File: src/hdl/frontend_pkg.sv
// --------------------------------------------------
// Front end shared definitions
// --------------------------------------------------

package frontend_pkg;

    // --------------------------------------------------
    // Widths and constants
    // --------------------------------------------------

    // Byte address width
    localparam int unsigned ADDR_WIDTH = 32;
    // Lanes per fetch, the line split assumes two
    localparam int unsigned FETCH_WIDTH = 2;

    localparam logic [ADDR_WIDTH-1:0] RESET_PC = 32'h0000_0000;

    // addi x0,x0,0
    localparam logic [31:0] NOP_INST = 32'h0000_0013;

    // Instruction ROM size in 32-bit words
    localparam int unsigned ROM_WORDS = 256;
    localparam int unsigned ROM_IDX_W = $clog2(ROM_WORDS);

    // Predictor tables, indexed by line address bits 6..3
    localparam int unsigned PRED_ENTRIES = 16;
    localparam int unsigned PRED_IDX_W = $clog2(PRED_ENTRIES);
    // Tag covers the line address bits above the index
    localparam int unsigned TAG_WIDTH = ADDR_WIDTH - 3 - PRED_IDX_W;

    // --------------------------------------------------
    // Memory line
    // --------------------------------------------------

    // One 64-bit line, seen whole by the ROM or as two words by fetch
    typedef union packed {
        logic [63:0]                  dword;
        logic [FETCH_WIDTH-1:0][31:0] words;
    } mem_line_t;

    typedef enum logic {
        MEM_NONE = 1'b0,
        MEM_LOAD = 1'b1
    } mem_cmd_t;

    // --------------------------------------------------
    // Fetch packets
    // --------------------------------------------------

    // One lane toward dispatch, 97 bits
    typedef struct packed {
        logic [ADDR_WIDTH-1:0] pc;
        logic [ADDR_WIDTH-1:0] npc;
        logic [31:0]           inst;
        logic                  valid;
    } if_packet_t;

    // Lane 0 in the low slot
    typedef if_packet_t [FETCH_WIDTH-1:0] fetch_bundle_t;

    // --------------------------------------------------
    // Prediction and resolve
    // --------------------------------------------------

    // Predictor to fetch, lane is the word slot of the branch in its line
    typedef struct packed {
        logic                  valid;
        logic                  taken;
        logic                  lane;
        logic [ADDR_WIDTH-1:0] target;
    } pred_t;

    // Execute to predictor, one strobe per resolved branch
    typedef struct packed {
        logic                  valid;
        logic [ADDR_WIDTH-1:0] pc;
        logic                  taken;
        logic [ADDR_WIDTH-1:0] target;
    } resolve_t;

    // Controller states
    typedef enum logic [1:0] {
        BOOT    = 2'd0,
        RUN     = 2'd1,
        HOLD    = 2'd2,
        RECOVER = 2'd3
    } fetch_state_t;

endpackage

File: src/hdl/stage_if.sv
// --------------------------------------------------
// Instruction fetch stage
// --------------------------------------------------

`timescale 1ns/1ps

module stage_if (
    input  logic                                clock,
    input  logic                                reset,
    input  logic                                fetch_en_i,
    input  logic                                recover_i,
    input  logic                                flush_i,
    input  logic [frontend_pkg::ADDR_WIDTH-1:0] correct_pc_i,
    input  frontend_pkg::pred_t                 pred_i,
    input  frontend_pkg::mem_line_t             mem_line_i,
    output frontend_pkg::mem_cmd_t              mem_cmd_o,
    output logic [frontend_pkg::ADDR_WIDTH-1:0] mem_addr_o,
    output logic [frontend_pkg::ADDR_WIDTH-1:0] pc_o,
    output frontend_pkg::fetch_bundle_t         packets_o
);

    localparam int unsigned AW = frontend_pkg::ADDR_WIDTH;
    localparam int unsigned FW = frontend_pkg::FETCH_WIDTH;

    logic [AW-1:0]         pc_q;
    logic [AW-1:0]         pc_next;
    logic [AW-1:0]         line_addr;
    logic                  pred_taken;
    logic                  fetch_ok;
    logic [FW-1:0]         lane_valid;
    logic [FW-1:0][31:0]   lane_inst;

    // --------------------------------------------------
    // PC register and next-PC select
    // --------------------------------------------------

    assign line_addr  = {pc_q[AW-1:3], 3'b000};
    assign pred_taken = pred_i.valid && pred_i.taken;

    // Flush, then predicted taken, then next line, else hold
    always_comb begin
        pc_next = pc_q;
        if (flush_i) begin
            pc_next = correct_pc_i;
        end else if (fetch_en_i) begin
            if (pred_taken) begin
                pc_next = pred_i.target;
            end else begin
                // Sequential step always lands on the next line
                pc_next = line_addr + AW'(8);
            end
        end
    end

    always_ff @(posedge clock) begin
        if (reset) begin
            pc_q <= frontend_pkg::RESET_PC;
        end else begin
            pc_q <= pc_next;
        end
    end

    assign pc_o = pc_q;

    // --------------------------------------------------
    // Memory request
    // --------------------------------------------------

    // Line aligned, ROM answers in the same cycle
    assign mem_addr_o = line_addr;
    assign mem_cmd_o  = fetch_en_i ? frontend_pkg::MEM_LOAD : frontend_pkg::MEM_NONE;

    // --------------------------------------------------
    // Lane build
    // --------------------------------------------------

    // No valid lanes on a redirect or in the bubble after it
    assign fetch_ok = fetch_en_i && !flush_i && !recover_i;

    // Lane 0 starts at the PC word, which may be the upper slot
    assign lane_inst[0] = mem_line_i.words[pc_q[2]];
    assign lane_inst[1] = mem_line_i.words[1];

    assign lane_valid[0] = fetch_ok;
    // Lane 1 needs the PC in the low slot and no taken branch at slot 0
    assign lane_valid[1] = fetch_ok
                        && !pc_q[2]
                        && !(pred_taken && (pred_i.lane == 1'b0));

    always_comb begin
        for (int k = 0; k < FW; k++) begin
            packets_o[k].pc    = pc_q + AW'(4 * k);
            packets_o[k].npc   = pc_q + AW'(4 * k + 4);
            packets_o[k].inst  = lane_valid[k] ? lane_inst[k] : frontend_pkg::NOP_INST;
            packets_o[k].valid = lane_valid[k];
        end
    end

endmodule

File: config.mk
export PLATFORM = sky130hd
export DESIGN_NAME = stage_if
export DESIGN_NICKNAME = d
export VERILOG_FILES = /design/src/hdl/frontend_pkg.sv /design/src/hdl/stage_if.sv
export SDC_FILE = /design/constraint.sdc
export NUM_CORES = 1
export LEC_CHECK = 0
export BUFFER_PORTS_ARGS = -buffer_cell sky130_fd_sc_hd__buf_2
export CAP_MARGIN = 20
export CORE_AREA = 2 2 153 155
export CTS_BUF_LIST = sky130_fd_sc_hd__clkbuf_8
export CTS_CLUSTER_SIZE = 40
export DETAILED_ROUTE_END_ITERATION = 12
export DIE_AREA = 0 0 155 157
export GPL_TIMING_DRIVEN = 0
export HOLD_SLACK_MARGIN = 0.12
export PLACE_DENSITY = 0.6
export SYNTH_ARGS = -nofsm -noshare
export SYNTH_HDL_FRONTEND = slang
export SYNTH_SLANG_ARGS = --single-unit
File: constraint.sdc
create_clock -name clock -period 2.9 [get_ports clock]
set_clock_uncertainty 0.15 [all_clocks]
set_input_delay 0.435 -clock clock [delete_from_list [all_inputs] [get_ports clock]]
set_output_delay 0.435 -clock clock [all_outputs]
set_load 0.01 [all_outputs]
Yosys cells after proc, flatten, opt, wreduce, memory -nomap -nowiden
Index checks and enable logic that the tools add are counted.
{"block": "word_totals", "reg_bits": 32, "inputBits": 136, "word_cells": 25}
{"block": "op_classes", "addsub": 3, "order_cmp": 1, "n_mux": 8, "n_bitwise": 1, "reduce_logical": 11}
{"op": "32-bit 2-to-1 mux", "count": 7}
{"op": "32-bit by 4-bit adder with 32-bit output, second input constant", "count": 2}
{"op": "32-bit by 3-bit adder with 32-bit output, second input constant", "count": 1}
{"op": "1-bit logical AND", "count": 6}
{"op": "1-bit logical NOT", "count": 4}
{"op": "1-bit by 2-bit less-than comparator with 1-bit output, second input constant", "count": 1}
{"op": "2-bit nonzero test", "count": 1}
{"op": "1-bit 2-to-1 mux", "count": 1}
{"op": "1-bit inverter", "count": 1}

Longest topological paths before layout
{"block": "depth", "ltp_word": 6, "depth_mapped": 7, "ltp_nobuf": 5}

Worst setup path before layout
No wires, ideal clock.
{"block": "synth_timing", "path_type": "register to output", "start": "register pc_q[4], in the netlist pc_o[4]", "end": "output packets_o[193] (netlist bit)", "arrival_ns": 2.310, "required_time_ns": 2.315, "path_slack_ns": 0.005, "stages_incl_launch_ff": 8, "n_path_buf": 2, "cell_sequence": "dfxtp_1 ha_1 nand3_1 or3_4 buf_2 nor4_1 xor2_1 buf_4"}
{"element": "start: declaration", "line_no": "stage_if.sv:25", "text": "logic [AW-1:0] pc_q;"}
{"element": "start signal: assignment", "line_no": "stage_if.sv:57", "text": "pc_q <= frontend_pkg::RESET_PC;"}
{"element": "start signal: assignment", "line_no": "stage_if.sv:59", "text": "pc_q <= pc_next;"}
{"element": "end: declaration", "line_no": "stage_if.sv:19", "text": "output frontend_pkg::fetch_bundle_t packets_o"}

==> impl_metrics.tcl <==
set metrics [dict create \
    dpl.cell_count 1267 \
    crit_slowest_cell "or3_4" \
    antenna_found_initial 3 \
    worst_setup_path_start_kind "flip-flop" \
    drv_slew 0 \
    path_common_cell "buf_8" \
    die_w_um 155 \
    ys_dominant_reg_cell "dfxtp_1" \
    drt_iter0_drc 281 \
    setup_violations 0 \
    rows 55 \
    largest_register_ffs 32 \
    cp_max_fo 8 \
    arrival_ps 2240 \
    ys_types 54 \
    worstMarginPinSlew_ps 868 \
    initial_core_util_pct 20.6 \
    grt-ovfl-total 0 \
    rsz0062_at_grt "yes" \
    fin_crit_sh_pct 97.3 \
    n_fill_cell 2407 \
    leakage_nw 4.18 \
    max_freq_ghz 0.354 \
    fin_hold_ws_ps 227 \
    grt_max_degree 14 \
    clkTransAtPathRegs_ps 80 \
    synth_seq_cells 32 \
    layout_min_cycle_time_ps 2820 \
    layout-drive-gt1-share_pct 62.1 \
    max_cap_violations 0 \
    cts-htree-levels 2 \
    seq_area_um2 718 \
    cts_tree "yes" \
    vias 5974 \
    core_mm2 0.0225 \
    stdcell_count 1320 \
    wl_per_cell_um 18.7 \
    clk-insertion-delay-late_ps 300 \
    cp_slowest_stage_delay_ps 460 \
    slew_headroom_pct 42.1 \
    yosysWarnings 0 \
    gp_congestion 0.859 \
    die-area_mm2 0.0243 \
    p_total_w 0.00195 \
    first_pass_iters 4 \
    synth_area_mm2 0.00464 \
    drc 0 \
    wl_um 24700 \
    max-clock-path-buffers 2 \
    viasPerCell 4.53 \
    synthCells 591 \
    hold_viol_final 0 \
    cts_hold_buffers 0 \
    synth_edf_count 0 \
    die_h_um 157 \
    clock-root-buffer "clkbuf_8" \
    power_density_mw_per_mm2 250 \
    drtAntennaViolNets 0 \
    fin_nets 1171 \
    area_growth_pct 68.2 \
    cts.sinks 32 \
    grt_util_all_layers_pct 18.9 \
    required_ps 2320 \
    grt_pass1_vias 5580 \
    cts_buffers 5 \
    ys_seq_area_share_pct 13.8 \
    worstSetupEndpointType "primary output" \
    path_cells "buf_8, nand4_4, or3_4, buf_8, nor4_2, xor2_1, buf_4, buf_2" \
    async_reset_ff_share_pct 0 \
    status "completed" \
    syn_area_per_cell_um2 7.85 \
    multi_input_area_mm2 0.00302 \
    worstSetupPathType "reg -> out" \
    min_path_type "in -> reg" \
    hpwl_um 20000 \
    ir_drop_uv 152 \
    grt_pass1_wl_um 34900 \
    port_buffers 389 \
    io_pins 395 \
]
-- critical path, delay by kind of cell, from the launching register on --
family        cells  cell delay [ps]
xor+xnor          1              220
buf+inv           4              530
flops             1              370
simple gates      3              810
-- per-layer routing --
metal / global-route usage [%] / wire length, um
met5: 0 / 0
met1: 21.8 / 9540
met2: 36.3 / 13200
met3: 3.06 / 1490
met4: 4.67 / 450
-- power breakdown --
part	leakage, nW	switching [W]	internal, W
clock	0.0593	0.000201	0.000252
sequential	0.279	0.0000596	0.000467
combinational	3.84	0.000472	0.000499
-- through the flow --
| stage | utilization, % | setup slack, ps | setup TNS, ps | instance area [um2] |
|---|---|---|---|---|
| 4_1_cts | 32.7 | -2.60 | -3.98 | 7360 |
| 2_1_floorplan | - | 5.18 | 0 | 4640 |
| 3_5_place_dp | 30.9 | -457 | -17560 | 6950 |
| 5_1_grt | 34.6 | -13.9 | -56.9 | 7800 |
| 3_3_place_gp | 30.9 | -451 | -16900 | 6950 |
| 6_report | 34.7 | 77.2 | 0 | 7800 |
-- path summary, 6_finish.rpt --
check                           slack [ps]  cells past startpoint                  start               endpoint
worst min register to register         470                      2  pc_o[21]$_SDFFE_PP0P_  pc_o[21]$_SDFFE_PP0P_
worst min-delay path                   230                      3              pred_i[2]   pc_o[2]$_SDFFE_PP0P_
worst max-delay path                    80                      8   pc_o[5]$_SDFFE_PP0P_         packets_o[187]
worst max register to register         750                      7  pc_o[25]$_SDFFE_PP0P_  pc_o[26]$_SDFFE_PP0P_
-- kinds of logic after synthesis --
| kind of cell | share of synthesized area [%] |
|---|---|
| adder cells (fa/ha/maj) | 0.540 |
| AO/OA/AOI/OAI | 14.8 |
| AND/OR/NAND/NOR | 28.0 |
| multiplexers | 6.91 |
| flip-flops | 13.8 |
| other | 0.0809 |
| XOR/XNOR | 10.0 |
| buffers and inverters | 25.8 |
-- layout make-up --
type | instances | share of cell area [%]
Buffer | 153 | 15.0
Sequential cell | 32 | 9.21
Multi-Input combinational cell | 392 | 38.7
Timing Repair Buffer | 442 | 30.8
Tap cell | 285 | 4.57
Clock buffer | 5 | 0.882
Inverter | 7 | 0.337
Antenna cell | 1 | 0.0321
Clock inverter | 3 | 0.497
-- placed cells by master (no fill, tap or decap), types with 4 or more instances in the layout --
master and count:
buf_8 6, nand4_1 10, or2_2 5, clkbuf_1 23, nor3b_1 30, nand3_1 6
o211ai_1 11, a21oi_1 9, dfxtp_4 19, or3_4 5, dfxtp_2 5, or4_1 6
clkbuf_8 13, o221ai_1 6, buf_4 150, a221oi_1 24, nor3_1 9, and2_1 31
nand2_1 19, nor2_1 45, o21ai_0 4, buf_2 392, inv_1 8, xnor2_1 16
or3_1 5, dfxtp_1 8, xor2_1 33, buf_6 7, o2bb2ai_1 8, and4_1 4
o311ai_1 5, nor3_2 5, a22oi_1 6, mux2i_1 32, a221o_1 5, nand2b_1 6
-- what timing repair did --
action / 4_1_cts / 5_1_grt
cloned: 0 / 1
gates resized for setup: 58 / 53
hold endpoints to repair: 0 / 0
setup buffers: 16 / 36
pin swaps: 12 / 8
endpoints found under the setup margin: 115 / 49
-- cell usage after synthesis, types with 11 or more instances --
| cell type | instances | area (um2) |
|---|---|---|
| xnor2_1 | 19 | 166 |
| clkbuf_8 | 13 | 179 |
| o211ai_1 | 11 | 82.6 |
| nand2_1 | 19 | 71.3 |
| nor3_1 | 14 | 70.1 |
| nor2_1 | 46 | 173 |
| and2_1 | 31 | 194 |
| clkbuf_1 | 31 | 116 |
| dfxtp_1 | 32 | 641 |
| buf_4 | 104 | 781 |
| a221oi_1 | 24 | 210 |
| xor2_1 | 34 | 298 |
| nor3b_1 | 30 | 225 |
| mux2i_1 | 32 | 320 |
No activity file was read; power rests on OpenSTA's default activity.
