## src/hdl/frontend_pkg.sv

```systemverilog
// --------------------------------------------------
// Front end shared definitions
// --------------------------------------------------

package frontend_pkg;

    // --------------------------------------------------
    // Widths and constants
    // --------------------------------------------------

    // Byte address width
    localparam int unsigned ADDR_WIDTH = 32;
    // Lanes per fetch, the line split assumes two
    localparam int unsigned FETCH_WIDTH = 2;

    localparam logic [ADDR_WIDTH-1:0] RESET_PC = 32'h0000_0000;

    // addi x0,x0,0
    localparam logic [31:0] NOP_INST = 32'h0000_0013;

    // Instruction ROM size in 32-bit words
    localparam int unsigned ROM_WORDS = 256;
    localparam int unsigned ROM_IDX_W = $clog2(ROM_WORDS);

    // Predictor tables, indexed by line address bits 6..3
    localparam int unsigned PRED_ENTRIES = 16;
    localparam int unsigned PRED_IDX_W = $clog2(PRED_ENTRIES);
    // Tag covers the line address bits above the index
    localparam int unsigned TAG_WIDTH = ADDR_WIDTH - 3 - PRED_IDX_W;

    // --------------------------------------------------
    // Memory line
    // --------------------------------------------------

    // One 64-bit line, seen whole by the ROM or as two words by fetch
    typedef union packed {
        logic [63:0]                  dword;
        logic [FETCH_WIDTH-1:0][31:0] words;
    } mem_line_t;

    typedef enum logic {
        MEM_NONE = 1'b0,
        MEM_LOAD = 1'b1
    } mem_cmd_t;

    // --------------------------------------------------
    // Fetch packets
    // --------------------------------------------------

    // One lane toward dispatch, 97 bits
    typedef struct packed {
        logic [ADDR_WIDTH-1:0] pc;
        logic [ADDR_WIDTH-1:0] npc;
        logic [31:0]           inst;
        logic                  valid;
    } if_packet_t;

    // Lane 0 in the low slot
    typedef if_packet_t [FETCH_WIDTH-1:0] fetch_bundle_t;

    // --------------------------------------------------
    // Prediction and resolve
    // --------------------------------------------------

    // Predictor to fetch, lane is the word slot of the branch in its line
    typedef struct packed {
        logic                  valid;
        logic                  taken;
        logic                  lane;
        logic [ADDR_WIDTH-1:0] target;
    } pred_t;

    // Execute to predictor, one strobe per resolved branch
    typedef struct packed {
        logic                  valid;
        logic [ADDR_WIDTH-1:0] pc;
        logic                  taken;
        logic [ADDR_WIDTH-1:0] target;
    } resolve_t;

    // Controller states
    typedef enum logic [1:0] {
        BOOT    = 2'd0,
        RUN     = 2'd1,
        HOLD    = 2'd2,
        RECOVER = 2'd3
    } fetch_state_t;

endpackage

```

## src/hdl/fetch_ctrl.sv

```systemverilog
// --------------------------------------------------
// Fetch control FSM
// --------------------------------------------------

`timescale 1ns/1ps

module fetch_ctrl (
    input  logic                       clock,
    input  logic                       reset,
    input  logic                       stall_i,
    input  logic                       flush_i,
    output logic                       fetch_en_o,
    output logic                       recover_o,
    output frontend_pkg::fetch_state_t state_o
);

    frontend_pkg::fetch_state_t state_q;
    frontend_pkg::fetch_state_t state_cur;
    frontend_pkg::fetch_state_t state_d;

    // Effective state this cycle
    // Stall pulls RUN into HOLD without waiting for an edge
    always_comb begin
        case (state_q)
            frontend_pkg::BOOT:    state_cur = frontend_pkg::BOOT;
            frontend_pkg::RECOVER: state_cur = frontend_pkg::RECOVER;
            default:               state_cur = stall_i ? frontend_pkg::HOLD : frontend_pkg::RUN;
        endcase
    end

    // Next state, flush wins over everything
    always_comb begin
        state_d = state_cur;
        if (flush_i) begin
            state_d = frontend_pkg::RECOVER;
        end else begin
            case (state_cur)
                frontend_pkg::BOOT:    state_d = frontend_pkg::RUN;
                frontend_pkg::RECOVER: state_d = stall_i ? frontend_pkg::HOLD : frontend_pkg::RUN;
                default:               state_d = state_cur;
            endcase
        end
    end

    always_ff @(posedge clock) begin
        if (reset) begin
            state_q <= frontend_pkg::BOOT;
        end else begin
            state_q <= state_d;
        end
    end

    // Fetch only in a clean RUN cycle
    assign fetch_en_o = (state_cur == frontend_pkg::RUN) && !flush_i;
    // Bubble cycle after a redirect
    assign recover_o  = (state_cur == frontend_pkg::RECOVER);
    assign state_o    = state_cur;

endmodule

```

## config.mk

```make
export PLATFORM = sky130hd
export DESIGN_NAME = fetch_ctrl
export DESIGN_NICKNAME = d
export VERILOG_FILES = /design/src/hdl/frontend_pkg.sv /design/src/hdl/fetch_ctrl.sv
export SDC_FILE = /design/constraint.sdc
export NUM_CORES = 1
export LEC_CHECK = 0
export BUFFER_PORTS_ARGS = -buffer_cell sky130_fd_sc_hd__clkbuf_2
export CORE_AREA = 2 2 39 41
export CTS_BUF_LIST = sky130_fd_sc_hd__clkbuf_16
export DETAILED_ROUTE_END_ITERATION = 8
export DIE_AREA = 0 0 41 43
export GPL_TIMING_DRIVEN = 0
export PLACE_DENSITY = 0.39
export SLEW_MARGIN = 20
export SYNTH_ARGS = -nofsm -noshare
export SYNTH_HDL_FRONTEND = slang
export SYNTH_SLANG_ARGS = --single-unit
```

## constraint.sdc

```tcl
create_clock -name clock -period 1.7 [get_ports clock]
set_input_delay 0.34 -clock clock [delete_from_list [all_inputs] [get_ports clock]]
set_output_delay 0.34 -clock clock [all_outputs]
set_load 0.02 [all_outputs]
```

== Word level (Yosys, flattened, before mapping) ==
Index checks and enable logic that the tools add are counted.

* Equality and inequality tests: 3
* Muxes and demuxes: 4
* Reduce and logical (&&, ||, !) cells: 4

{| class="wikitable"
|+ Operators with widths
! cell !! count
|-
| $pmux W2 S2 || 2
|-
| $eq A2 B2 Y1 const B || 2
|-
| $logic_not A2 Y1 || 2
|-
| $mux W2 || 2
|-
| $eq A2 B1 Y1 const B || 1
|-
| $logic_and A1 B1 Y1 || 1
|-
| $logic_not A1 Y1 || 1
|}

* Register bits after elaboration: 2
* Output and inout port bits: 4
* Logic and storage cells: 12

== Depth between registers and ports, before layout ==
Gate-level depths: netlist (run 1).

* Word-level depth: 5
* Gate-level depth with buffers: 8
* Depth with buffers taken out: 8

== Least setup slack after synthesis (run 1) ==
No wires, ideal clock.

* Path type: flip-flop to output port
* From: register state_q[0]
* To: output port fetch_en_o
* Arrival: 1.756 ns
* Required time: 1.360 ns
* Slack: -0.396 ns
* Cell stages (with the launch flop): 7
* Buffers on the path: 0
* Cells stage by stage: dfxtp_1 inv_1 ha_1 nor2_1 a21oi_1 ha_1 nor2b_1

* Word-level cells in the longest chain between the ends: 4

{| class="wikitable"
|+ RTL lines
! item !! line !! source
|-
| start, declared || fetch_ctrl.sv:17 || <nowiki>frontend_pkg::fetch_state_t state_q;</nowiki>
|-
| start signal, assigned || fetch_ctrl.sv:47 || <nowiki>state_q <= frontend_pkg::BOOT;</nowiki>
|-
| start signal, assigned || fetch_ctrl.sv:49 || <nowiki>state_q <= state_d;</nowiki>
|-
| $eq A2 B2 Y1 / $logic_not A2 Y1 (equally long branches) || fetch_ctrl.sv:24 || <nowiki>case (state_q)</nowiki>
|-
| $pmux W2 S2 * || fetch_ctrl.sv:24 ||
|-
| net state_o[0] || fetch_ctrl.sv:14 || <nowiki>output frontend_pkg::fetch_state_t state_o</nowiki>
|-
| $eq A2 B1 Y1 * || fetch_ctrl.sv:54 || <nowiki>assign fetch_en_o = (state_cur == frontend_pkg::RUN) && !flush_i;</nowiki>
|-
| $logic_and A1 B1 Y1 * || fetch_ctrl.sv:54 ||
|-
| end, declared || fetch_ctrl.sv:12 || <nowiki>output logic fetch_en_o,</nowiki>
|}

Mark *: on every way through the listed nets, which the timed path passes. The rest lies on a longest branch.

== Worst setup path in the final report (run 1) ==
* From: register state_q[0]
* To: output port fetch_en_o

* Word-level cells in the longest chain between the ends: 4

{| class="wikitable"
|+ RTL lines
! item !! line
|-
| $eq A2 B2 Y1 / $logic_not A2 Y1 (equally long branches) || fetch_ctrl.sv:24
|-
| $pmux W2 S2 * || fetch_ctrl.sv:24
|-
| $eq A2 B1 Y1 * || fetch_ctrl.sv:54
|-
| $logic_and A1 B1 Y1 * || fetch_ctrl.sv:54
|}

Every way passes the cells marked *; elsewhere a longest branch is shown, timed or not.

==> results.txt, run 1 <==
vias per inst: 4.077
post-route ant nets: 0
Worst Max-Slew Pin Slew: 0.2460 ns
H-tree depth: 1
logic gate share of total power: 41.3%
Worst Path Arrival: 1.58 ns
Vias: 212
final worst slack: -0.2189 ns
Die Y: 43 um
RSZ-0062 raised after global routing: yes
DRC viols: 0
Peak VDD IR: 751.3 uV
biggest regs: state_q: 2 flops
Place WS: -0.09016 ns
Total GRT Usage: 7.014%
Final Slew Violations: 0
post-route design area: 427.9 um^2
initial antenna violation count: 0
final setup fails: 5
Leakage: 0.1812 nW
Congestion Overflow GR: 0
Tcrit/Tclk final: 112.9%
Post-Layout Cell Count: 52
sw frac: 27.92%
Net Count, Synth: 32
root buf cell: clkbuf_16
Mean Syn Cell Area: 7.872 um^2
Max-Cap Viols: 0
min Tclk post-route: 1.919 ns
Avg WL per Cell: 9.346 um
CORE AREA: 1384 um^2
final-report hold violation count: 0
clock skew: 0.0004239 ns
die footprint: 1763 um^2
Num CTS Buffers: 3
Unique masters post-synth: 12
Hold Crit Class: input port to flop
drt total wl: 486 um
crit end category: primary output
number of global-route vias before repair: 204
status: finished with violations
Worst-Skew Late Latency: 0.22 ns
share of the synthesized area in the top cell type: 26.49%
Area growth, synth to finish: 126.5%
NumNets Final: 46
clock share of power: 50.1%
synth top area cells: ha_1, dfxtp_1, inv_1
Ys Warns: 0
largest net degree at the start of global routing: 8
Syn Inst Count: 24
Cells after DPL: 47
routability cong.: 0.5656
Max Root-Sink Buffers: 2
fin util: 30.92%
Psw: 0.0001962 W
Sequential Power Share: 8.7%
largest fanout on the critical path: 7
Slew headroom: 83.49%
crit path kind: flop to primary output
Synth area leader: ha_1
critical path required time: 1.36 ns
global-route wire length before repair: 779 um
Post-Synthesis Cell Area: 188.9 um^2
Filler cells: 150
Yosys reg bits: 2
Cell Pwr Density: 1642 nW/um^2
failing checks: negative setup slack
Starting Density: 13.65%
IO Count: 8
Clock Sinks: 2
hold_buf cts: 0
Max Freq: 521.1 MHz
Antenna Cells: 0
number of flip-flops in the largest register: 2
Worst Setup Start Kind: flop
Internal: 0.0005063 W
Iter 0 DRT Violations: 3
Seq/Total Area, Yosys: 21.19%
chip width: 41 um
dpl cell area: 300.3 um^2
clk slew on worst S/H paths: 0.03 ns
DRT Pass-1 Iters: 2
post-DP HPWL: 364.6 um
CTS tree: done
setup TNS: -0.5857 ns
Top reg by flops: state_q
row cnt: 14
share of cells above drive strength 1: 66.67%
Port Buffers: 7
-- cell families (layout without fill, tap and decap cells) --
family | count (synthesis) | after routing | synth area share, %
buffers and inverters | 5 | 17 | 9.935
flip-flops | 2 | 2 | 21.19
multiplexers | 1 | 1 | 5.298
AO/OA/AOI/OAI | 7 | 7 | 21.19
adder cells (fa/ha/maj) | 4 | 4 | 26.49
AND/OR/NAND/NOR | 5 | 5 | 15.89
-- synthesized netlist by cell type --
library cell,number
a21oi_1,3
a311oi_1,1
a31oi_1,1
dfxtp_1,2
ha_1,4
inv_1,5
mux2i_1,1
nand2_1,1
nor2_1,2
nor2b_1,1
nor3b_2,1
o21ai_0,2
-- what timing repair did --
| item | 4_1_cts | 5_1_grt |
|---|---|---|
| pin swaps | 3 | 3 |
| resized for setup | 11 | 3 |
| setup buffers | 2 | 0 |
| endpoints found under the setup margin | 5 | 6 |
-- through the flow --
stage / hold slack (ns) / power, W
floorplan: 0.4091 / 0.0002507
global placement: 0.5254 / 0.0002947
detailed placement: 0.5289 / 0.0003026
CTS: 0.2942 / 0.0007048
global route: 0.3082 / 0.0007406
finish: 0.2950 / 0.0007025
-- power groups by stage --
stage                     Combinational, W  Sequential, W  Clock, W
after global routing              0.000315      0.0000618  0.000364
after floorplan                   0.000193      0.0000579         0
after global placement            0.000236      0.0000582         0
after detailed placement          0.000244      0.0000585         0
after CTS                         0.000286      0.0000606  0.000358
final                             0.000290      0.0000609  0.000352
-- cell type report --
class,count,area (um^2),area share [%]
well taps,16,20.02,4.678
multi-input cells,17,188.9,44.15
flip-flops and latches,2,42.54,9.942
repair buffers,9,82.58,19.30
inverters,5,18.77,4.386
clock buffers,3,75.07,17.54
-- metal layers --
layer  track usage, %  vias up  share of wire [%]
met5                0        -                  0
met4            6.000        0                4.3
li1                 -      105                  -
met1            6.709       93                 41
met3            4.712        3                 12
met2            9.688       11                 43
-- path summary, 6_finish.rpt --
check              from         end  slack (ns)  depth (start not counted)
min               reset  state_q[1]        0.29                          2
min reg2reg  state_q[1]  state_q[0]        0.74                          4
max reg2reg  state_q[0]  state_q[0]       -0.04                          6
max          state_q[0]  fetch_en_o       -0.22                          6
-- cell usage in the layout (no fill, tap or decap), drive strengths merged --
| master | n |
|---|---|
| o21ai | 2 |
| ha | 4 |
| a311oi | 1 |
| dfxtp | 2 |
| buf | 5 |
| mux2i | 1 |
| a31oi | 1 |
| nand2 | 1 |
| inv | 5 |
| clkbuf | 7 |
| nor2b | 1 |
| nor3b | 1 |
| nor2 | 2 |
| a21oi | 3 |
-- critical path, stage by stage (launching register included) --
cell     delay (ns)
dfxtp_2        0.32
inv_2          0.05
ha_4           0.30
mux2i_4        0.28
ha_4           0.15
nor2b_4        0.13
buf_8          0.11
(Power assumes the default switching activity.)
==> run 2: changes to the inputs <==
--- a/config.mk
+++ b/config.mk
@@ -5,7 +5,7 @@
 export SDC_FILE = /design/constraint.sdc
 export NUM_CORES = 1
 export LEC_CHECK = 0
-export BUFFER_PORTS_ARGS = -buffer_cell sky130_fd_sc_hd__clkbuf_2
+export BUFFER_PORTS_ARGS = -buffer_cell sky130_fd_sc_hd__buf_2
 export CORE_AREA = 2 2 39 41
 export CTS_BUF_LIST = sky130_fd_sc_hd__clkbuf_16
 export DETAILED_ROUTE_END_ITERATION = 8
==> run 2 against run 1 <==
The run still ends with negative setup slack left. Register-to-register slack improved by 0.04 ns. Maximum frequency increased by 0.83%. Global-route usage shrank 0.40 points. Setup slack improved by 0.016 ns. First-iteration DRC count unchanged. Combinational power up 5%. Via count up 1.9%. Core utilization is 0.54 points higher. Highest routed layer is now met3.
==> results.txt, run 2 (synthesis gave the netlist of run 1 again) <==
Num CTS Buffers: 3 (unchanged)
drt total wl: 504 um (was 486 um)
crit end category: primary output (unchanged)
IO Count: 8 (unchanged)
Max Root-Sink Buffers: 2 (unchanged)
post-route design area: 435.4 um^2 (was 427.9 um^2)
cell family with most CP delay: adder cells (unchanged)
status: finished with violations (unchanged)
CP max stage delay: 0.32 ns (about the same)
Peak VDD IR: 1128 uV (was 751.3 uV)
routability cong.: 0.6061 (was 0.5656)
WHS Path Cells: 2 (unchanged)
Total GRT Usage: 6.613% (was 7.014%)
number of global-route vias before repair: 187 (was 204)
Iter 0 DRT Violations: 3 (unchanged)
biggest regs: state_q: 2 flops (unchanged)
min Tclk post-route: 1.903 ns (was 1.919 ns)
Area growth, synth to finish: 130.5% (was 126.5%)
Worst Setup Start Kind: flop (unchanged)
Slew headroom: 86.06% (was 83.49%)
RSZ-0062 raised after global routing: yes (unchanged)
Worst-Skew Late Latency: 0.22 ns (about the same)
Antenna Cells: 0 (unchanged)
vias per inst: 4.000 (was 4.077)
CTS tree: done (unchanged)
Final Slew Violations: 0 (unchanged)
row cnt: 14 (unchanged)
share of cells above drive strength 1: 68.42% (was 66.67%)
final worst slack: -0.2032 ns (was -0.2189 ns)
clock skew: 0.002341 ns (was 0.0004239 ns)
post-DP HPWL: 374.2 um (was 364.6 um)
NumNets Final: 48 (was 46)
Total Power: 0.0007175 W (was 0.0007025 W)
number of flip-flops in the largest register: 2 (unchanged)
final-report hold violation count: 0 (unchanged)
DRC viols: 0 (unchanged)
FF-to-FF setup slack: 0 ns (was -0.04 ns)
hold_buf cts: 0 (unchanged)
global-route wire length before repair: 752 um (was 779 um)
Clock Sinks: 2 (unchanged)
logic gate share of total power: 42.6% (was 41.3%)
CP most frequent cell: ha_4 (unchanged)
H-tree depth: 1 (unchanged)
Tcrit/Tclk final: 112.0% (was 112.9%)
crit path kind: flop to primary output (unchanged)
commonest non-fill, non-tap cells in the layout: buf_6, buf_4, inv_2, clkbuf_16, buf_2 (was inv_2, clkbuf_16, clkbuf_2)
Cell Pwr Density: 1648 nW/um^2 (was 1642 nW/um^2)
Vias: 216 (was 212)
Avg WL per Cell: 9.333 um (was 9.346 um)
CP Depth: 7 (was 6)
largest fanout on the critical path: 5 (was 7)
Filler cells: 146 (was 150)
critical path required time: 1.36 ns (about the same)
Congestion Overflow GR: 0 (unchanged)
clk slew on worst S/H paths: 0.03 ns (about the same)
Max Freq: 525.4 MHz (was 521.1 MHz)
CP bufs+invs: 3 (was 2)
clock share of power: 48.9% (was 50.1%)
largest net degree at the start of global routing: 8 (unchanged)
slowest stage cell, crit path: dfxtp_2 (unchanged)
Leakage: 0.1879 nW (was 0.1812 nW)
die footprint: 1763 um^2 (unchanged)
root buf cell: clkbuf_16 (unchanged)
CORE AREA: 1384 um^2 (unchanged)
Die Y: 43 um (unchanged)
Top reg by flops: state_q (unchanged)
failing checks: negative setup slack (unchanged)
setup TNS: -0.5550 ns (was -0.5857 ns)
post-route ant nets: 0 (unchanged)
initial antenna violation count: 0 (unchanged)
DRT Pass-1 Iters: 4 (was 2)
Critical Path, Cell by Cell: inv_2 > ha_4 > buf_4 > a21oi_4 > ha_4 > nor2b_4 > buf_6 (was inv_2 > ha_4 > mux2i_4 > ha_4 > nor2b_4 > buf_8)
Port Buffers: 7 (unchanged)
Worst Path Arrival: 1.56 ns (was 1.58 ns)
Internal: 0.0005196 W (was 0.0005063 W)
dpl cell area: 300.3 um^2 (unchanged)
fin util: 31.46% (was 30.92%)
Worst Max-Slew Pin Slew: 0.2048 ns (was 0.2460 ns)
Hold Crit Class: input port to flop (unchanged)
sw frac: 27.59% (was 27.92%)
final setup fails: 4 (was 5)
Psw: 0.0001980 W (was 0.0001962 W)
Place WS: -0.07136 ns (was -0.09016 ns)
Starting Density: 13.65% (unchanged)
Max-Cap Viols: 0 (unchanged)
Sequential Power Share: 8.5% (was 8.7%)
R2R cell count: 7 (was 6)
chip width: 41 um (unchanged)
==> run 2: cell types whose count changed in the layout (fill, tap and decap cells not counted), sizes merged <==
cell | previous run | this run
clkbuf | 7 | 3
buf | 5 | 11
==> run 2: worst paths after layout <==
path	start	end
worst max register to register	state_q[0]	state_q[0]
worst max-delay path	state_q[0]	fetch_en_o
worst min register to register	state_q[1]	state_q[0]
worst min-delay path	reset	state_q[1]
==> run 2: stage by stage <==
step | cells | hold WS, ns
finish | 54 | 0.3002
global route | 54 | 0.3148
CTS | 51 | 0.2950
detailed placement | 47 | 0.5307
global placement | 47 | 0.5230
floorplan | 24 | 0.4091
==> run 2: power groups by stage <==
stage	Sequential, W	Clock, W	Combinational, W
3_3_place_gp	0.0000582	0	0.000238
6_report	0.0000609	0.000351	0.000305
3_5_place_dp	0.0000586	0	0.000241
4_1_cts	0.0000607	0.000357	0.000276
2_1_floorplan	0.0000579	0	0.000193
5_1_grt	0.0000619	0.000364	0.000337
==> run 2: final cells by class <==
| class | count | area, um^2 | area share (%) |
|---|---|---|---|
| clock buffers | 3 | 75.07 | 17.24 |
| inverters | 5 | 18.77 | 4.310 |
| multi-input cells | 17 | 188.9 | 43.39 |
| flip-flops and latches | 2 | 42.54 | 9.770 |
| well taps | 16 | 20.02 | 4.598 |
| repair buffers | 11 | 90.09 | 20.69 |
==> run 2: per-layer routing <==
metal / up-vias / part of all wire (%) / routed length [um] / GRT usage, %
met2: 10 / 47 / 236 / 10.00
met4: 0 / 0 / 0 / 6.000
met1: 96 / 45 / 225 / 7.029
li1: 110 / - / - / -
met5: - / 0 / 0 / 0
met3: 0 / 8.1 / 41 / 1.571
==> run 2: what timing repair did <==
| action | CTS | global route |
|---|---|---|
| buffers inserted | 1 | 3 |
| gates cloned | 0 | 0 |
| pin swaps | 3 | 3 |
| setup endpoints to repair | 5 | 5 |
| gates resized for setup | 12 | 1 |
==> run 2: worst register-to-register path, stage by stage (launching register included) <==
cell	delay, ns
dfxtp_2	0.32
inv_2	0.04
ha_4	0.26
buf_4	0.14
a21oi_4	0.19
ha_4	0.24
a311oi_1	0.26
a21oi_1	0.11
