==> src/hdl/frontend_pkg.sv <==
// --------------------------------------------------
// Front end shared definitions
// --------------------------------------------------

package frontend_pkg;

    // --------------------------------------------------
    // Widths and constants
    // --------------------------------------------------

    // Byte address width
    localparam int unsigned ADDR_WIDTH = 32;
    // Lanes per fetch, the line split assumes two
    localparam int unsigned FETCH_WIDTH = 2;

    localparam logic [ADDR_WIDTH-1:0] RESET_PC = 32'h0000_0000;

    // addi x0,x0,0
    localparam logic [31:0] NOP_INST = 32'h0000_0013;

    // Instruction ROM size in 32-bit words
    localparam int unsigned ROM_WORDS = 256;
    localparam int unsigned ROM_IDX_W = $clog2(ROM_WORDS);

    // Predictor tables, indexed by line address bits 6..3
    localparam int unsigned PRED_ENTRIES = 16;
    localparam int unsigned PRED_IDX_W = $clog2(PRED_ENTRIES);
    // Tag covers the line address bits above the index
    localparam int unsigned TAG_WIDTH = ADDR_WIDTH - 3 - PRED_IDX_W;

    // --------------------------------------------------
    // Memory line
    // --------------------------------------------------

    // One 64-bit line, seen whole by the ROM or as two words by fetch
    typedef union packed {
        logic [63:0]                  dword;
        logic [FETCH_WIDTH-1:0][31:0] words;
    } mem_line_t;

    typedef enum logic {
        MEM_NONE = 1'b0,
        MEM_LOAD = 1'b1
    } mem_cmd_t;

    // --------------------------------------------------
    // Fetch packets
    // --------------------------------------------------

    // One lane toward dispatch, 97 bits
    typedef struct packed {
        logic [ADDR_WIDTH-1:0] pc;
        logic [ADDR_WIDTH-1:0] npc;
        logic [31:0]           inst;
        logic                  valid;
    } if_packet_t;

    // Lane 0 in the low slot
    typedef if_packet_t [FETCH_WIDTH-1:0] fetch_bundle_t;

    // --------------------------------------------------
    // Prediction and resolve
    // --------------------------------------------------

    // Predictor to fetch, lane is the word slot of the branch in its line
    typedef struct packed {
        logic                  valid;
        logic                  taken;
        logic                  lane;
        logic [ADDR_WIDTH-1:0] target;
    } pred_t;

    // Execute to predictor, one strobe per resolved branch
    typedef struct packed {
        logic                  valid;
        logic [ADDR_WIDTH-1:0] pc;
        logic                  taken;
        logic [ADDR_WIDTH-1:0] target;
    } resolve_t;

    // Controller states
    typedef enum logic [1:0] {
        BOOT    = 2'd0,
        RUN     = 2'd1,
        HOLD    = 2'd2,
        RECOVER = 2'd3
    } fetch_state_t;

endpackage

==> src/hdl/branch_counters.sv <==
// --------------------------------------------------
// Branch direction counters
// --------------------------------------------------

`timescale 1ns/1ps

module branch_counters (
    input  logic                                clock,
    input  logic                                reset,
    input  logic [frontend_pkg::ADDR_WIDTH-1:0] lookup_pc_i,
    output logic                                taken_o,
    input  frontend_pkg::resolve_t              resolve_i
);

    localparam int unsigned IDX_HI = frontend_pkg::PRED_IDX_W + 2;

    // Two-bit saturating counters, upper bit is the prediction
    logic [1:0] counters [frontend_pkg::PRED_ENTRIES];

    logic [frontend_pkg::PRED_IDX_W-1:0] lookup_idx;
    logic [frontend_pkg::PRED_IDX_W-1:0] train_idx;
    logic [1:0]                          train_cur;
    logic [1:0]                          train_next;

    // Index by line address, the word within a line shares the entry
    assign lookup_idx = lookup_pc_i[IDX_HI:3];
    assign train_idx  = resolve_i.pc[IDX_HI:3];

    // Lookup path
    assign taken_o = counters[lookup_idx][1];

    // Saturating update
    assign train_cur = counters[train_idx];
    always_comb begin
        train_next = train_cur;
        if (resolve_i.taken) begin
            if (train_cur != 2'b11) begin
                train_next = train_cur + 2'd1;
            end
        end else begin
            if (train_cur != 2'b00) begin
                train_next = train_cur - 2'd1;
            end
        end
    end

    // Counters come up weakly not-taken
    always_ff @(posedge clock) begin
        if (reset) begin
            for (int i = 0; i < frontend_pkg::PRED_ENTRIES; i++) begin
                counters[i] <= 2'b01;
            end
        end else if (resolve_i.valid) begin
            counters[train_idx] <= train_next;
        end
    end

endmodule

==> config.mk <==
export PLATFORM = sky130hd
export DESIGN_NAME = branch_counters
export DESIGN_NICKNAME = d
export VERILOG_FILES = /design/src/hdl/frontend_pkg.sv /design/src/hdl/branch_counters.sv
export SDC_FILE = /design/constraint.sdc
export NUM_CORES = 1
export LEC_CHECK = 0
export ABC_AREA = 0
export BUFFER_PORTS_ARGS = -buffer_cell sky130_fd_sc_hd__buf_2
export CAP_MARGIN = 0
export CORE_MARGIN = 2
export CORE_UTILIZATION = 34
export DETAILED_ROUTE_END_ITERATION = 8
export MAX_ROUTING_LAYER = met4
export PLACE_DENSITY_LB_ADDON = 0.08
export RECOVER_POWER = 100
export SYNTH_ARGS = -nofsm -noshare
export SYNTH_HDL_FRONTEND = slang
export SYNTH_SLANG_ARGS = --single-unit
==> constraint.sdc <==
create_clock -name clock -period 4 [get_ports clock]
set_input_delay 0.8 -clock clock [delete_from_list [all_inputs] [get_ports clock]]
set_output_delay 0.8 -clock clock [all_outputs]
set_load 0.05 [all_outputs]
## Yosys cells after proc, flatten, opt, wreduce, memory -nomap -nowiden

Memory sizes are Yosys's and may differ from the RTL's.
Index checks and enable logic that the tools add are counted.

| cells by class | value |
|---|---|
| equality and inequality tests | 1 |
| shifts and indexed selects | 0 |
| mux-type cells | 11 |
| multiply operators | 0 |
| reduce and logical (&&, ||, !) cells | 2 |
| $lt $le $gt $ge | 0 |
| divide/modulo/power cells | 0 |
| add/sub/neg operators | 2 |
| bitwise gates (word level) | 0 |

Operator list:

| kind | number |
|---|---|
| 2-bit 2-to-1 mux | 4 |
| 1-bit 2-to-1 mux | 6 |
| 4-bit 2-to-1 mux | 1 |
| 2-bit by 1-bit adder with 2-bit output (second input constant) | 1 |
| 2-bit inequality test (second input constant) | 1 |
| 2-bit nonzero test | 1 |
| 2-bit OR reduction | 1 |
| 2-bit by 1-bit subtractor with 2-bit output (second input constant) | 1 |

| storage, ports and cells | value |
|---|---|
| input bits | 100 |
| latch bits | 0 |
| RAM bits | 32 |
| bits in registers | 0 |
| ROM bits | 0 |
| memories kept | 1 |

Memories:

| name | words | width | read ports | clocked after memory_dff | wr ports | RTL line | source |
|---|---|---|---|---|---|---|---|
| counters | 16 | 2 | 2 | 0 | 16 | branch_counters.sv:18 | `logic [1:0] counters [frontend_pkg::PRED_ENTRIES];` |

## Depth between registers and ports, before layout

Gate-level depths: netlist of the first run.

| depth | value |
|---|---|
| word-level depth | 5 |
| gate-level depth with buffers | 8 |
| depth with buffers taken out | 5 |

## Least setup slack after synthesis of the first run

Ideal clock, no wire load.

| path | value |
|---|---|
| path kind | input to output |
| start point | input port lookup_pc_i[3] (netlist bit) |
| end point | output port taken_o |
| cell stages on the path | 2 |
| path slack | 1.306 ns |
| buffers on the path | 0 |
| data arrival time | 1.894 ns |
| data required time | 3.200 ns |
| cells stage by stage | mux4_2 mux4_2 |

| between the ends | value |
|---|---|
| cells in the longest elaborated chain, start to end | 1 |

RTL lines:

| what | RTL line | source |
|---|---|---|
| start: declaration | branch_counters.sv:10 | `input logic [frontend_pkg::ADDR_WIDTH-1:0] lookup_pc_i,` |
| memory read 16 x 2 bit | -- |  |
| end: declaration | branch_counters.sv:11 | `output logic taken_o,` |

No other way between the ends.

==> results of run 1 <==
per-stage QoR:
step	setup slack, ps	total power [mW]	cell area (µm²)	util
3_5_place_dp	970.4	0.4894	1904	0.3705
3_3_place_gp	951.5	0.4890	1904	0.3705
5_1_grt	494.8	0.7469	1973	0.3839
6_report	694.5	0.7118	1973	0.3839
2_1_floorplan	1306	0.4646	1823	-
4_1_cts	970.4	0.7239	1984	0.3861
final cells by class:
cell class	count	area [µm²]	area share
tap	70	87.58	0.04439
sequential	32	960.9	0.4870
inverter	1	3.754	0.001902
clock buffer	7	76.32	0.03868
timing repair buffer	13	60.06	0.03044
multi-input combinational	103	780.7	0.3957
clock inverter	1	3.754	0.001902
layer usage:
metal  wire length, µm  vias up  part of all wire  GRT usage
met5                 0        -                 0          -
met4                57        0             0.014    0.05357
met3               222        6             0.054    0.04824
met2              1922       40              0.47     0.2235
met1              1887      603              0.46     0.1988
li1                  -      568                 -          -
where the power goes:
part / internal, mW / leakage, nW / switching [mW]
clock: 0.121 / 0.0399 / 0.112
combinational: 0.0349 / 0.285 / 0.0612
sequential: 0.378 / 0.288 / 0.00436
worst max-delay path by stage:
stage	end	startpoint	cells past startpoint
floorplan	taken_o	lookup_pc_i[3]	2
global placement	taken_o	lookup_pc_i[3]	4
detailed placement	taken_o	lookup_pc_i[3]	4
CTS	taken_o	lookup_pc_i[3]	4
global route	counters[13][1]$_SDFFCE_PN0P_	resolve_i[36]	6
finish	counters[12][1]$_SDFFCE_PN0P_	resolve_i[36]	6
kinds of logic (layout without fill, tap and decap cells):
kind of cell / count (synthesis) / after routing / share of synthesized area
and+or+nand+nor: 85 / 85 / 0.2306
buffers and inverters: 12 / 22 / 0.04255
muxes: 13 / 13 / 0.1709
DFF: 32 / 32 / 0.5271
AOI/OAI and AO/OA: 3 / 3 / 0.01373
adders and majority gates: 2 / 2 / 0.01510
Yosys cell counts, types with 2 or more instances:
| library cell | n |
|---|---|
| a31o_2 | 2 |
| and3_1 | 2 |
| buf_2 | 2 |
| buf_6 | 2 |
| clkbuf_1 | 5 |
| edfxtp_1 | 32 |
| maj3_4 | 2 |
| mux4_1 | 5 |
| mux4_2 | 8 |
| nand2_1 | 21 |
| nand2b_1 | 13 |
| nand3_1 | 13 |
| nand4_1 | 3 |
| nor2_1 | 16 |
| nor2b_1 | 3 |
| nor3_1 | 5 |
| or2_2 | 4 |
worst register-to-register path: stages, from the launching register on:
cell,delay [ps]
edfxtp_1,420
mux4_1,510
a22oi_1,190
and3_1,210
maj3_1,670
nor3b_1,120
placed cells by master, fill, tap and decap left out, types with 5 or more instances in the layout:
| cell | count |
|---|---|
| nand2b_1 | 13 |
| nand3_1 | 13 |
| clkbuf_1 | 6 |
| clkbuf_8 | 5 |
| edfxtp_1 | 32 |
| mux4_1 | 5 |
| mux4_2 | 8 |
| nand2_1 | 21 |
| nor2_1 | 16 |
| nor3_1 | 5 |
| buf_2 | 9 |
==> results.cfg, run 1 <==
[clocking]
cts_inserted_buffers = 5
insertion_delay_ps = 280
post_cts_buffers = 0
cts_root_buffer = clkbuf_8
cts_tree = done
hold_buffers = 0
clkTransAtPathRegs_ps = 60
ctsResizeCount = 0
ctsLongestPathBuffers = 2
htree_levels = 2
clock_sinks = 32

[sta]
rsz0062_at_grt = false
whs_ps = 889.6
setup_tns_ps = 0
worstMarginPinSlew_ps = 898.9
drv_slew = 0
fin_skew_ps = 3.827
slew_headroom = 0.4008
period_needed_ps = 3305
finalHoldViolations = 0
post-route-period-util = 0.8264
setup_viol = 0
fmax_mhz = 302.5

[global_route]
grt_max_degree = 19
gr-total-overflow = 0
grt_pass1_vias = 1179
grt_first_pass_wirelength_um = 6458
grt_use_total = 0.1520
antenna_found_initial = 0

[synthesis]
synthArstFlopShare = 0
synth_area_um2 = 1823
synth_area_per_cell_um2 = 12.40
synth.area.top_cells = edfxtp_1 53%, mux4_2 9.9%, mux4_1 7.2%
synth_edf_count = 32
synth-main-ff-cell = edfxtp_1
seq_area_frac_synth = 0.5271
ys_seq_elements = 32
synthCells = 147
synth.largest_area_cell = edfxtp_1
ys_types = 26
synth_nets = 247
synth.top_cell.area_share = 0.5271
synth.yosys.warnings = 0

[setup_path]
crit_type = input port to register
endpoint_kind = register
r2r_setup_slack_ps = 1610
cp_max_fo = 16
max_stage_delay_ps = 670
critical_path.top_delay_family = multiplexers
critPathRequiredTime_ps = 4010
ff2ff_path_depth = 5
worstPathArrival_ps = 3310
path_cells = clkbuf_1, mux4_1, a22oi_1, and3_1, maj3_1, nor3b_1
critical_path.slowest_cell = mux4_1
r2r_start = counters[3][1]$_SDFFCE_PN0P_
cp-start-kind = input port
rr_endpoint = counters[12][1]$_SDFFCE_PN0P_
cp_num_buf_inv = 1

[hold_path]
min_path_type = input port to register
holdPathEnd = counters[12][0]$_SDFFCE_PN1P_
hold_path_depth = 2
min_from = resolve_i[38]

[pwr]
leakagePower_nw = 0.6133
powerDensity_nw_per_um2 = 360.7
ir_drop_mv = 0.2221

[finish]
final_cell_count_no_fill = 227
largest_reg_flops = 32
drive_gt1_frac = 0.1911
diodes = 0
fillers = 539
regMostFlops = counters
finalNetCount = 256
largestRegisters = counters: 32 flops
area_growth_pct = 8.236

[routing]
drc = 0
ant_nets = 0
first_pass_iters = 4
wl_per_cell_um = 18.01
first_iter_violations = 76
vias = 1217
drt-total-wl_um = 4089
routed_via_density = 5.361

[placed_design]
hpwl_um = 2801
io_buffers = 12
gp_congestion = 0.7322
dp.cells = 219

[floorplanning]
dieHeight_um = 77.23
fp.dieW_um = 77.23
ios = 101
core_um2 = 5140
initial_utilization = 0.3547
dieArea_um2 = 5964
num_rows = 26

[flow_run]
max-cap-violations = 0

[run_status]
outcome = finished, final reports clean
(Power assumes the default switching activity.)
==> run 2, diff against run 1 <==
- clock period: 4 -> 3.31 ns (I/O delays scaled with it)
==> run 2 against run 1 <==
  * Die area did not move
  * Sequential power up 21%
  * Register-to-register slack lost 400 ps
  * Routed wire length up 1.1%
  * Global-route usage down 0.15 points
  * Flip-flop and latch count unchanged
  * Combinational power grew 24%
  * Via count barely moved
  * Setup slack got worse by 290 ps
  * Clock power up 12%
==> results.cfg, run 2 (synthesis results as in run 1) <==
[sta]
drv_slew = 0
rsz0062_at_grt = false
post-route-period-util = 0.8786
setup_tns_ps = 0
fin_ws_ps = 402.0
whs_ps = 751.8
slew_headroom = 0.3845
fin_skew_ps = 9.386
worstMarginPinSlew_ps = 923.3
finalHoldViolations = 0
fmax_mhz = 343.9
period_needed_ps = 2908
setup_viol = 0

[placed_design]
gp_congestion = 0.7307
hpwl_um = 2897
post-place-ws_ps = 510.6
io_buffers = 12

[finish]
area_growth_pct = 8.030
largestRegisters = counters: 32 flops
drive_gt1_frac = 0.2000
finalNetCount = 257
multi_input_area_um2 = 784.5
layout_common_cells = 32 x edfxtp_1, 21 x nand2_1, 16 x nor2_1
largest_reg_flops = 32
fillers = 539
regMostFlops = counters
register_area_um2 = 960.9
final_common_cell = edfxtp_1
diodes = 0

[global_route]
gr-total-overflow = 0
grt_use_total = 0.1504
antenna_found_initial = 0
grt_pass1_vias = 1184
grt_first_pass_wirelength_um = 6403
grt_max_degree = 19

[floorplanning]
ios = 101
initial_utilization = 0.3547
core_um2 = 5140
dieArea_um2 = 5964
num_rows = 26
fp.dieW_um = 77.23
dieHeight_um = 77.23

[routing]
vias = 1218
ant_nets = 0
first_pass_iters = 4
drc = 0
wl_per_cell_um = 18.36
drt-total-wl_um = 4132
routed_via_density = 5.413
first_iter_violations = 86

[clocking]
clkTransAtPathRegs_ps = 60
insertion_delay_ps = 280
cts_tree = done
cts_root_buffer = clkbuf_8
hold_buffers = 0
cts_inserted_buffers = 5
clock_sinks = 32
ctsResizeCount = 0
htree_levels = 2
ctsLongestPathBuffers = 2
post_cts_buffers = 0

[pwr]
powerDensity_nw_per_um2 = 428.2
leakagePower_nw = 0.6123
ir_drop_mv = 0.2069

[setup_path]
crit_type = input port to register
critical_path.slowest_cell = clkbuf_1
critPathRequiredTime_ps = 3290
endpoint_kind = register
cp_max_fo = 16
max_stage_delay_ps = 670
worstPathArrival_ps = 2890
path_cells = clkbuf_1, mux4_1, a22oi_1, and3_1, maj3_4, nand3_1
cp-start-kind = input port

[flow_run]
max-cap-violations = 0

[run_status]
outcome = finished, final reports clean

[hold_path]
min_path_type = input port to register
-- run 2: worst paths after layout --
path / startpoint / endpoint / depth (start not counted) / slack (ps)
setup reg to reg: counters[2][1]$_SDFFCE_PN0P_ / counters[6][0]$_SDFFCE_PN1P_ / 5 / 1210
setup / recovery: resolve_i[36] / counters[6][0]$_SDFFCE_PN1P_ / 6 / 400
hold / removal: resolve_i[38] / counters[14][0]$_SDFFCE_PN1P_ / 2 / 750
hold reg to reg: counters[8][0]$_SDFFCE_PN1P_ / counters[15][0]$_SDFFCE_PN1P_ / 5 / 1300
-- run 2: area by class of cell --
type | instances | share of cell area
clock buffer | 5 | 0.03494
inverter | 1 | 0.001906
multi-input combinational | 103 | 0.3983
sequential | 32 | 0.4879
tap | 70 | 0.04447
timing repair buffer | 14 | 0.03240
-- run 2: routing by layer --
metal | global-route usage | share of wire | routed length (µm)
met1 | 0.2047 | 0.47 | 1937
met2 | 0.2243 | 0.47 | 1944
met3 | 0.03412 | 0.049 | 202
met4 | 0.04821 | 0.012 | 48
met5 | - | 0 | 0
-- run 2: stage by stage --
stage	total power, mW	std cells	utilization	area (µm²)
finish	0.8432	225	0.3832	1969
global route	0.8733	225	0.3832	1969
CTS	0.8501	225	0.3853	1981
detailed placement	0.5931	220	0.3720	1912
global placement	0.5911	220	0.3720	1912
floorplan	0.5614	147	-	1823
-- run 2: where the power goes --
part / leakage (nW) / internal, mW / total [mW] / switching (mW)
Combinational: 0.288 / 0.0441 / 0.119 / 0.0748
Clock: 0.0359 / 0.135 / 0.261 / 0.126
Sequential: 0.288 / 0.457 / 0.463 / 0.00560
Total: 0.612 / 0.637 / 0.843 / 0.207
-- run 2: worst max-delay path: cells and delay by family --
| family | cells | cell delay, ps |
|---|---|---|
| multiplexers | 1 | 670 |
| buffers and inverters | 1 | 670 |
| AND/OR/NAND/NOR | 2 | 350 |
| AO/OA/AOI/OAI | 1 | 190 |
| adder cells (fa/ha/maj) | 1 | 340 |
==> run 3, diff against run 2 <==
- GPL_TIMING_DRIVEN: unset -> 0
==> run 3 against run 2 <==
  * Combinational power increased by 8%
  * Maximum frequency increased by 0.84%
  * Die area unchanged
  * Sequential share of layout area decreased by 1.3 points
  * Hold slack improved by 84 ps
  * Critical endpoint is now taken_o
==> results.cfg, run 3 (synthesis results as in run 1) <==
[run_status]
outcome = finished, final reports clean

[clocking]
cts_root_buffer = clkbuf_8
insertion_delay_ps = 290
htree_levels = 2
post_cts_buffers = 0
clkTransAtPathRegs_ps = 60
ctsLongestPathBuffers = 2
ctsResizeCount = 0
hold_buffers = 0
cts_inserted_buffers = 5
clock_sinks = 32
cts_tree = done

[finish]
regMostFlops = counters
multi_input_area_um2 = 777.0
area_growth_pct = 10.91
final_cell_count_no_fill = 233
register_area_um2 = 960.9
layout_common_cells = 32 x edfxtp_1, 21 x nand2_1, 16 x nor2_1
fillers = 537
final_common_cell = edfxtp_1
largest_reg_flops = 32
final_util = 0.3934
largestRegisters = counters: 32 flops
finalInstanceArea_um2 = 2022
drive_gt1_frac = 0.2025
diodes = 0
finalNetCount = 265

[placed_design]
dp.cells = 228
gp_congestion = 0.7900
hpwl_um = 3205
io_buffers = 11
dpl_cell_area_um2 = 1966
post-place-ws_ps = 492.9

[sta]
whs_ps = 835.4
fin_skew_ps = 3.079
setup_viol = 0
slew_headroom = 0.1462
period_needed_ps = 2884
rsz0062_at_grt = false
post-route-period-util = 0.8713
fmax_mhz = 346.8
setup_tns_ps = 0
drv_slew = 0
fin_ws_ps = 426.1
finalHoldViolations = 0
worstMarginPinSlew_ps = 1271

[global_route]
grt_max_degree = 11
grt_pass1_vias = 1202
gr-total-overflow = 0
grt_first_pass_wirelength_um = 6651
grt_use_total = 0.1623
antenna_found_initial = 0

[routing]
drc = 0
routed_via_density = 5.348
first_iter_violations = 87
ant_nets = 0
drt-total-wl_um = 4400
wl_per_cell_um = 18.88
first_pass_iters = 4
vias = 1246

[setup_path]
worstPathArrival_ps = 2220
cp_max_fo = 4
r2r_setup_slack_ps = 970
cp-start-kind = input port
endpoint_kind = output port
crit_type = input port to output port
critPathRequiredTime_ps = 2650

[pwr]
powerDensity_nw_per_um2 = 424.6
leakagePower_nw = 0.6395
p_total_mw = 0.8586
ir_drop_mv = 0.2028

[floorplanning]
initial_utilization = 0.3547
ios = 101
dieArea_um2 = 5964
num_rows = 26
dieHeight_um = 77.23
core_um2 = 5140
fp.dieW_um = 77.23

[flow_run]
max-cap-violations = 0

[hold_path]
min_path_type = input port to register
run 3: critical path, cell delays in order:
cell and delay [ps]:
buf_2 190, mux4_2 560, mux4_2 490, clkbuf_1 320
run 3: layout make-up:
cell class                 count  share of cell area
timing repair buffer          11             0.02537
tap                           70             0.04332
buffer                        11             0.03589
inverter                       1            0.001856
sequential                    32              0.4752
clock buffer                   5             0.03403
multi-input combinational    103              0.3843
run 3: layer usage:
metal | global-route usage | share of wire
met1 | 0.2002 | 0.44
met2 | 0.2591 | 0.51
met3 | 0.03059 | 0.037
met4 | 0.07500 | 0.021
met5 | - | 0
run 3: final timing paths:
| path | from | end | depth (start not counted) |
|---|---|---|---|
| hold / removal | reset | counters[15][0]$_SDFFCE_PN1P_ | 2 |
| setup reg to reg | counters[1][1]$_SDFFCE_PN0P_ | counters[8][0]$_SDFFCE_PN1P_ | 6 |
| hold reg to reg | counters[7][0]$_SDFFCE_PN1P_ | counters[10][0]$_SDFFCE_PN1P_ | 5 |
| setup / recovery | lookup_pc_i[3] | taken_o | 4 |
run 3: power breakdown:
group          internal [mW]  switching [mW]  leakage, nW  total (mW)
Combinational         0.0499          0.0782        0.316       0.128
Sequential             0.457         0.00526        0.288       0.463
Clock                  0.135           0.133       0.0359       0.268
